`config.mk`:
```
export PLATFORM = sky130hd
export DESIGN_NAME = sprite_engine
export DESIGN_NICKNAME = d
export VERILOG_FILES = /design/src/logic/spu_pkg.sv /design/src/logic/sprite_engine.sv
export VERILOG_INCLUDE_DIRS = /design/src /design/src/include
export SDC_FILE = /design/constraint.sdc
export NUM_CORES = 1
export LEC_CHECK = 0
export BUFFER_PORTS_ARGS = -buffer_cell sky130_fd_sc_hd__buf_2
export CAP_MARGIN = 20
export CELL_PAD_IN_SITES_DETAIL_PLACEMENT = 0
export CELL_PAD_IN_SITES_GLOBAL_PLACEMENT = 1
export CORE_MARGIN = 2
export CORE_UTILIZATION = 46
export DETAILED_ROUTE_END_ITERATION = 8
export PLACE_DENSITY_LB_ADDON = 0.1
export SLEW_MARGIN = 40
export SYNTH_ARGS = -nofsm -noshare
export SYNTH_HDL_FRONTEND = slang
export SYNTH_SLANG_ARGS = --single-unit
```
`constraint.sdc`:
```
create_clock -name clk -period 6.1 [get_ports clk]
set_clock_uncertainty 0.2 [all_clocks]
set_input_delay 0 -clock clk [delete_from_list [all_inputs] [get_ports clk]]
set_output_delay 0 -clock clk [all_outputs]
set_load 0.01 [all_outputs]
```
`src/include/spu_cfg.svh`:
```
`ifndef SPU_CFG_SVH
`define SPU_CFG_SVH

// ------------------------------
// sprite file geometry
// ------------------------------
`define SPU_SPRITES   32    // records walked per line
`define SPU_REC_BYTES 8     // xp xs xv yp ys cr al ah

// line buffer
`define SPU_LINE_W    512   // entries per half
`define SPU_LINE_OUT  360   // pixels shifted out per line

// address widths
`define SPU_ADDR_W    21    // dram word address
`define SPU_SF_AW     9     // cpu port and sprite file address
`define SPU_PAL_AW    8     // palette address
`define SPU_X_W       9     // line buffer x, also vline

`endif

```
`src/logic/spu_pkg.sv`:
```
`include "spu_cfg.svh"

package spu_pkg;

	// colour resolution, from cr[1:0]
	typedef enum logic [1:0] {
		CRES_OFF = 2'd0,        // sprite disabled
		CRES_4C  = 2'd1,
		CRES_16C = 2'd2,
		CRES_TC  = 2'd3         // palette bypassed
	} cres_t;

	// byte position inside one record
	typedef enum logic [2:0] {R_XP, R_XS, R_XV, R_YP, R_YS, R_CR, R_AL, R_AH} reg_idx_t;

	typedef enum logic {SEL_SF = 1'b0, SEL_PAL = 1'b1} wr_sel_t;

	// ------------------------------
	// cpu write port
	typedef struct packed {
		logic                  wr;    // one-cycle strobe
		wr_sel_t               sel;
		logic [`SPU_SF_AW-1:0] addr;
		logic [7:0]            data;
	} cpu_wr_t;

	// line buffer entry and output pixel
	typedef struct packed {
		logic       opaque;
		logic [5:0] color;
	} pix_t;

	// one true colour byte
	typedef struct packed {
		logic       rsvd;
		logic       transp;
		logic [5:0] color;
	} tc_pix_t;

	// dram word, pixel 0 in the high bits for every view
	typedef union packed {
		logic [7:0][1:0] c4;
		logic [3:0][3:0] c16;
		tc_pix_t [1:0]   tc;
	} dram_word_u;

	// latched record of the sprite line being fetched
	typedef struct packed {
		cres_t                  mode;
		logic [5:0]             pal;    // palette base
		logic [8:0]             x;      // running write x
		logic [6:0]             width;  // words, counts down while fetching
		logic                   flip;
		logic [`SPU_ADDR_W-1:0] addr;   // current word address
	} spr_line_t;

endpackage

```
`src/logic/sprite_engine.sv`:
```
`timescale 1ns/1ps
`include "spu_cfg.svh"

module sprite_engine
(
	input  logic                   clk,
	input  logic                   line_start,
	input  logic [`SPU_X_W-1:0]    vline,
	input  logic [7:0]             sf_rd,
	input  logic [6:0]             pal_rd,
	input  logic [15:0]            spu_data,
	input  logic                   spu_strobe,
	output logic [`SPU_SF_AW-1:0]  sf_ra,
	output logic [`SPU_PAL_AW-1:0] pal_ra,
	output logic [`SPU_ADDR_W-1:0] spu_addr,
	output logic                   spu_req,
	output logic [`SPU_X_W-1:0]    wr_x,
	output spu_pkg::pix_t          wr_pix,
	output logic                   wr_en,
	output logic                   busy
);
	import spu_pkg::*;

	typedef enum logic [3:0] {
		S_RES, S_BEG, S_YP, S_YS, S_XS, S_AL, S_AH, S_XV, S_XP,
		S_WAIT, S_WORD, S_EOW, S_HALT
	} state_t;

	localparam logic [4:0] LAST_NUM = 5'(`SPU_SPRITES - 1);

	state_t                 state;
	logic [4:0]             num;        // sprite being walked
	reg_idx_t               idx;        // record byte on the sf read port
	spr_line_t              cur;
	dram_word_u             sdbuf;      // word being unpacked
	logic [7:0]             yp;
	logic [8:0]             lofs;       // line inside the sprite
	logic [2:0]             pcnt;       // pixel within word
	logic [2:0]             p_last;
	logic                   wv;         // write stage valid
	tc_pix_t                tc_q;
	logic [9:0]             y_top, y_end;   // one spare bit, no wrap
	logic [8:0]             ysc, line_rel, lofs_c, x_span;
	logic                   s_act, s_vis, s_last;
	logic [`SPU_ADDR_W-1:0] addr_ofs;

	assign sf_ra = {1'b0, num, idx};
	assign spu_addr = cur.addr;
	assign s_act = cres_t'(sf_rd[1:0]) != CRES_OFF;
	assign s_last = num == LAST_NUM;

	// ------------------------------
	// visibility and line offset, ys on sf_rd
	assign y_top = {1'b0, sf_rd[7], yp};
	assign ysc = {sf_rd[5:0], 3'b000};             // height in lines
	assign y_end = y_top + {1'b0, ysc};
	assign s_vis = ({1'b0, vline} >= y_top) && ({1'b0, vline} < y_end);
	assign line_rel = vline - y_top[8:0];
	assign lofs_c = sf_rd[6] ? (ysc - 9'd1 - line_rel) : line_rel;   // vertical mirror
	assign addr_ofs = `SPU_ADDR_W'(lofs) * `SPU_ADDR_W'(cur.width);

	always_comb
	begin
		case (cur.mode)
			CRES_4C:  p_last = 3'd7;
			CRES_16C: p_last = 3'd3;
			default:  p_last = 3'd1;    // true colour
		endcase
	end

	// pixels per line minus one, flip start offset
	assign x_span = ({2'b00, cur.width} * ({6'b0, p_last} + 9'd1)) - 9'd1;

	// palette lookup address, index picked high first
	always_comb
	begin
		case (cur.mode)
			CRES_4C:  pal_ra = {cur.pal, sdbuf.c4[~pcnt]};
			CRES_16C: pal_ra = {cur.pal[5:2], sdbuf.c16[~pcnt[1:0]]};
			default:  pal_ra = {cur.pal, 2'b00};    // unused in true colour
		endcase
	end

	// ------------------------------
	// walk FSM
	always_ff @(posedge clk or posedge line_start)
	begin
		if (line_start)
		begin
			state <= S_RES;
			num <= '0;
			idx <= R_CR;
			spu_req <= 1'b0;
			busy <= 1'b0;
		end
		else
		begin
			case (state)
				S_RES:
				begin
					busy <= 1'b1;
					num <= '0;
					idx <= R_CR;
					state <= S_BEG;
				end
				S_BEG:    // cr on the port
					if (s_act)
					begin
						cur.mode <= cres_t'(sf_rd[1:0]);
						cur.pal <= sf_rd[7:2];
						idx <= R_YP;
						state <= S_YP;
					end
					else
					begin
						num <= num + 5'd1;    // off, 1 cycle
						idx <= R_CR;
						state <= s_last ? S_HALT : S_BEG;
					end
				S_YP:
				begin
					yp <= sf_rd;
					idx <= R_YS;
					state <= S_YS;
				end
				S_YS:
					if (s_vis)
					begin
						lofs <= lofs_c;
						idx <= R_XS;
						state <= S_XS;
					end
					else
					begin
						num <= num + 5'd1;    // not on this line, 3 cycles
						idx <= R_CR;
						state <= s_last ? S_HALT : S_BEG;
					end
				S_XS:
				begin
					cur.x[8] <= sf_rd[7];
					cur.width <= sf_rd[6:0];
					idx <= R_AL;
					state <= S_AL;
				end
				S_AL:
				begin
					cur.addr[12:0] <= {sf_rd, 5'b00000};
					idx <= R_AH;
					state <= S_AH;
				end
				S_AH:
				begin
					cur.addr <= {sf_rd, cur.addr[12:0]} + addr_ofs;   // first word of line
					if (cur.width == 7'd0)
					begin
						num <= num + 5'd1;    // zero width, nothing to fetch
						idx <= R_CR;
						state <= s_last ? S_HALT : S_BEG;
					end
					else
					begin
						idx <= R_XV;
						state <= S_XV;
					end
				end
				S_XV:
				begin
					cur.flip <= sf_rd[7];
					idx <= R_XP;
					state <= S_XP;
				end
				S_XP:
				begin
					cur.x <= cur.flip ? ({cur.x[8], sf_rd} + x_span) : {cur.x[8], sf_rd};
					spu_req <= 1'b1;
					state <= S_WAIT;
				end
				S_WAIT:
					if (spu_strobe)
					begin
						sdbuf <= spu_data;
						pcnt <= 3'd0;
						state <= S_WORD;
					end
				S_WORD:   // one pixel per clock
				begin
					cur.x <= cur.flip ? (cur.x - 9'd1) : (cur.x + 9'd1);
					pcnt <= pcnt + 3'd1;
					if (pcnt == p_last)
						state <= S_EOW;
				end
				S_EOW:    // last pixel leaves the pipe here
					if (cur.width == 7'd1)
					begin
						spu_req <= 1'b0;
						num <= num + 5'd1;
						idx <= R_CR;
						state <= s_last ? S_HALT : S_BEG;
					end
					else
					begin
						cur.width <= cur.width - 7'd1;
						cur.addr <= cur.addr + 1'b1;  // model sees the new address
						state <= S_WAIT;
					end
				S_HALT:
				begin
					busy <= 1'b0;
					spu_req <= 1'b0;
				end
				default:
					state <= S_HALT;
			endcase
		end
	end

	// ------------------------------
	// write stage, one clock behind the palette address
	always_ff @(posedge clk or posedge line_start)
	begin
		if (line_start)
			wv <= 1'b0;
		else
			wv <= state == S_WORD;
	end

	always_ff @(posedge clk)
	begin
		wr_x <= cur.x;
		tc_q <= sdbuf.tc[~pcnt[0]];
	end

	assign wr_pix = (cur.mode == CRES_TC) ? {!tc_q.transp, tc_q.color}
		: {!pal_rd[6], pal_rd[5:0]};
	assign wr_en = wv && wr_pix.opaque;    // transparent pixels keep what is below

endmodule

```
# Yosys cells after proc, flatten, opt, wreduce, memory -nomap -nowiden
# Cells that the tools add are included.
[classes]
n_lt_le_gt_ge = 5
mux = 42
add_sub_neg = 14
bitwise = 5
mul = 2
n_eq_ne = 26
reduce_logical = 32
[op_table]
columns = ["operator", "n"]
rows = [
  ["case mux 4 bit (13 select lines)", 1],
  ["case mux 13 bit (3 select lines)", 1],
  ["two-way mux 4 bit", 8],
  ["case mux 8 bit (2 select lines)", 2],
  ["two-way mux 7 bit", 4],
  ["two-way mux 9 bit", 3],
  ["case mux 3 bit (9 select lines)", 1],
  ["AND reduction 3 bit", 9],
  ["subtractor 9 x 1 -> 9 bit (second input constant)", 3],
  ["case mux 5 bit (5 select lines)", 1],
  ["adder 21 x 1 -> 21 bit (second input constant)", 1],
  ["adder 21 x 16 -> 21 bit", 1],
  ["two-way mux 21 bit", 1],
  ["equality test 4 bit (second input constant)", 5],
  ["two-way mux 5 bit", 4],
  ["subtractor 9 bit", 2],
  ["equality test 4 x 3 -> 1 bit (second input constant)", 4],
  ["multiplier 9 x 7 -> 16 bit", 1],
  ["!= test 2 bit (second input constant)", 8],
  ["two-way mux 3 bit", 5],
  ["case mux 7 bit (2 select lines)", 1],
  ["case mux 3 bit (2 select lines)", 2],
  ["nonzero test 2 bit", 6],
  ["adder 9 x 9 -> 10 bit", 1],
  ["other kinds (38)", 51],
]
[word_totals]
out_inout_bits = 57
regBits = 113
word_cells = 147

# Longest topological paths before layout
[depth]
word_depth = 8
depth_mapped = 18
mapped_depth_nobuf = 16

# Worst setup path after synthesis
# Ideal clock, no wire load.
[synth_timing]
path_type = "register to register"
from = "register cur[25] in the netlist's numbering"
to = "register cur (netlist bit spu_addr[20]) (data pin)"
required_time_ns = 5.633
setup_slack_ns = 1.162
path_stages_with_launch = 18
setup_time_ns = 0.267
arrival_ns = 4.471
path_cell_list = "edfxtp_1 -> buf_2 -> clkbuf_1 -> nand2_1 -> fa_1 -> inv_1 -> fa_1 -> fa_1 -> inv_1 -> fa_1 -> inv_1 -> ha_1 -> a21oi_1 -> o21ai_0 -> a221oi_1 -> a211oi_1 -> xnor2_1 -> mux2i_1"
[synth_via]
elab_chain_cells = 3
[synth_lines]
columns = ["element", "line_no", "text"]
rows = [
  ["start, declared", "sprite_engine.sv:34", "spr_line_t cur;"],
  ["multiplier 9 x 7 -> 16 bit (no line)", "-", ""],
  ["adder 21 x 16 -> 21 bit", "sprite_engine.sv:154", "cur.addr <= {sf_rd, cur.addr[12:0]} + addr_ofs;"],
  ["case mux 8 bit (2 select lines)", "sprite_engine.sv:98", "case (state)"],
]
# Every way passes these cells.
# A chain may end at the register's enable or synchronous reset.

# Worst setup path in the final report
[layout_timing]
from = "register cur[24] in the netlist's numbering"
to = "register cur (netlist bit spu_addr[20]) (data pin)"
# The elaborated chain is that of the path after synthesis.

==> impl_metrics.json <==
{
  "routed_wl_um": 26600,
  "grt_pass1_wl_um": 43300,
  "async_reset_ff_share_pct": 13.3,
  "num_vias": 8060,
  "crit_required_ns": 6.06,
  "drc": 0,
  "finalHoldViolations": 0,
  "clkTransAtPathRegs_ns": 0.06,
  "cp-start-kind": "flip-flop",
  "design_area_um2": 12000,
  "first_iter_violations": 549,
  "final_cell_mix": "inv_1 (145), ha_1 (105), nand2_1 (104)",
  "vias_per_cell": 5.40,
  "utilization_pct": 53.2,
  "rows": 55,
  "worst_ir_drop_vdd_mv": 0.189,
  "grt_overflow": 0,
  "h-tree-depth": 4,
  "rr_worst_depth": 15,
  "hpwlAfterDp_um": 19400,
  "avgRoutedWirePerCell_um": 17.8,
  "synth-warning-count": 0,
  "max_slew_margin_pct": 41.8,
  "fin_crit_sh_pct": 89.2,
  "max_freq_mhz": 184,
  "die_y_um": 155,
  "crit_buf_inv": 3,
  "endpoint_kind": "flip-flop",
  "setup_tns_ns": 0,
  "fin_ws_ns": 0.660,
  "finalSetupViolCount": 0,
  "clock_latency_ns": 0.42,
  "num_antenna_cells": 0,
  "clockBufferDepth": 2,
  "cellLeakagePower_nw": 5.36,
  "worst_pin_slew_ns": 0.870,
  "crit_top_cell": "fa_1",
  "initial_core_util_pct": 46.7,
  "outcome": "finished clean",
  "ys_ff_latch": 113,
  "tritoncts": "done",
  "crit_fanout": 17,
  "io_buffers": 98,
  "cts-root-buf": "clkbuf_16",
  "ant_nets": 0,
  "syn_inst": 1101,
  "pre_cts_ws_ns": 0.682,
  "path_depth": 15,
  "drive_gt1_share_pct": 15.0,
  "grt_pass1_vias": 8060,
  "pwr_density_cell_nw_per_um2": 373,
  "final_common_cell": "inv_1",
  "first_pass_iters": 6,
  "antenna_found_initial": 0,
  "core_area_um2": 22600,
  "cts_buffers": 17,
  "cts_sinks": 113,
  "yosysSeqAreaShare_pct": 30.0,
  "cp.arrival_ns": 5.40,
  "crit_chain": "nand2_1, fa_1, inv_1, fa_1, fa_1, inv_1, fa_1, inv_1, ha_1, a21oi_1, o21ai_0, a221oi_1, a211oi_1, xnor2_1, mux2i_1",
  "cts_setup_buffers": 0,
  "die_x_um": 155,
  "fill_cells": 2138,
  "synthFlopType": "edfxtp_1",
  "boundaryPins": 100,
  "holdPathStages": 4,
  "nets": 1407,
  "syn_area_per_cell_um2": 9.57,
  "path_delay_family": "adder cells",
  "rsz0062_at_grt": "false",
  "grt_max_degree": 27,
  "synth.distinct_cells": 67,
  "die_area_um2": 24100,
  "timing.final.crit_period_ns": 5.44,
  "syn-num-nets": 1313,
  "slew_violations": 0,
  "synth-edff-count": 82,
  "finalHoldWorstSlack_ns": 0.0416,
  "cts_resized": 0,
  "area_growth_syn_to_layout_pct": 13.9,
  "place_area_um2": 11100,
  "synth_area_um2": 10500,
  "place.gp.congestion": 0.882,
  "cap_violations": 0,
  "crit_type": "flip-flop to flip-flop",
  "cp_slowest_stage_delay_ns": 0.68,
  "track_usage_pct": 23.2,
  "slowest_stage": "edfxtp_1",
  "hold_class": "input port to flip-flop"
}
[what timing repair did]
item | in CTS | in global routing
endpoints found under the hold margin | 75 | 0
hold buffers | 28 | 0
setup endpoints to repair | 0 | 0
[logic make-up after synthesis]
| logic type | after synthesis | synth area share (%) |
|---|---|---|
| and+or+nand+nor | 302 | 14.4 |
| buffers and inverters | 208 | 8.42 |
| AOI/OAI and AO/OA | 204 | 12.3 |
| adders and majority gates | 169 | 24.6 |
| DFF | 113 | 30.0 |
| xor gates and xnor gates | 72 | 6.11 |
| muxes | 32 | 4.17 |
| other | 1 | 0.0356 |
[per-stage QoR]
stage / total power (W) / std cells
floorplan: 0.00295 / 1101
global placement: 0.00347 / 1433
detailed placement: 0.00347 / 1433
CTS: 0.00449 / 1493
global route: 0.00490 / 1493
finish: 0.00448 / 1493
[report_power, final]
part / switching [W] / internal (W)
logic: 0.00134 / 0.000997
clock network: 0.000438 / 0.000558
registers: 0.000154 / 0.000989
[worst register-to-register path, stage by stage, from the launching register on]
cell and delay [ns]:
edfxtp_1 0.68, nand2_1 0.15, fa_1 0.53, inv_1 0.05
fa_1 0.46, fa_1 0.54, inv_1 0.06, fa_1 0.52
inv_1 0.04, ha_1 0.37, a21oi_1 0.31, o21ai_0 0.23
a221oi_1 0.58, a211oi_1 0.19, xnor2_1 0.17, mux2i_1 0.09
[metal layers]
| layer | GRT usage (%) | part of all wire, % |
|---|---|---|
| met3 | 3.31 | 3.7 |
| met4 | 4.94 | 1.3 |
| met5 | 0 | 0 |
| met1 | 33.9 | 49 |
| met2 | 36.7 | 46 |
[state kept, by name, indices dropped and copies added, names as in the netlist, 4 cells and up]
name and count:
cur 25, lofs 9, num 5, sdbuf 16
spu_addr 21, state 4, tc_q 7, wr_x 9
yp 8
[layout make-up]
class                           instances  area [um^2]  share of cell area [%]
Clock inverter                         14          120                    1.00
Clock buffer                           18          450                    3.75
Timing Repair Buffer                  137          853                    7.11
Tap cell                              285          357                    2.97
Inverter                              146          548                    4.57
Multi-Input combinational cell        780         6520                    54.3
Sequential cell                       113         3160                    26.3
[Yosys cell counts (5+ instances only)]
library cell,n,share of area (%)
o21a_1,5,0.36
mux2_2,15,1.6
clkbuf_1,30,1.1
o221ai_1,5,0.42
nor4_1,7,0.42
a211oi_1,7,0.50
nand3_1,15,0.71
dfxtp_1,16,3.0
o21ai_0,55,2.6
a21o_1,10,0.71
a21oi_1,51,2.4
nor2_1,51,1.8
ha_1,105,12
o22ai_1,6,0.36
mux4_2,8,1.7
o21bai_1,5,0.36
and2_1,44,2.6
inv_1,145,5.2
o211ai_1,8,0.57
nand2_1,104,3.7
edfxtp_1,82,23
buf_4,26,1.9
a22oi_1,10,0.71
xor2_1,23,1.9
mux2i_1,9,0.85
nor2b_1,12,0.71
nor3_1,18,0.85
fa_1,64,12
xnor2_1,48,4.0
nand2b_1,8,0.47
a31oi_1,7,0.42
dfrtp_1,13,3.1
nand4_1,10,0.59
and3_1,8,0.47
o31ai_1,7,0.50
[path summary, 6_finish.rpt]
path                                   start                      to  slack (ns)
max                        cur[24]$_DFFE_PP_  spu_addr[20]$_DFFE_PP_        0.66
min                                 vline[8]       lofs[8]$_DFFE_PP_        0.04
max reg2reg                cur[24]$_DFFE_PP_  spu_addr[20]$_DFFE_PP_        0.66
min reg2reg                cur[33]$_DFFE_PP_         wr_x[4]$_DFF_P_        0.17
max in group asynchronous         line_start    state[3]$_DFFE_PP0P_        5.10
min in group asynchronous         line_start     spu_req$_DFFE_PP0P_        0.15
Power figures use the tool's default switching activity.
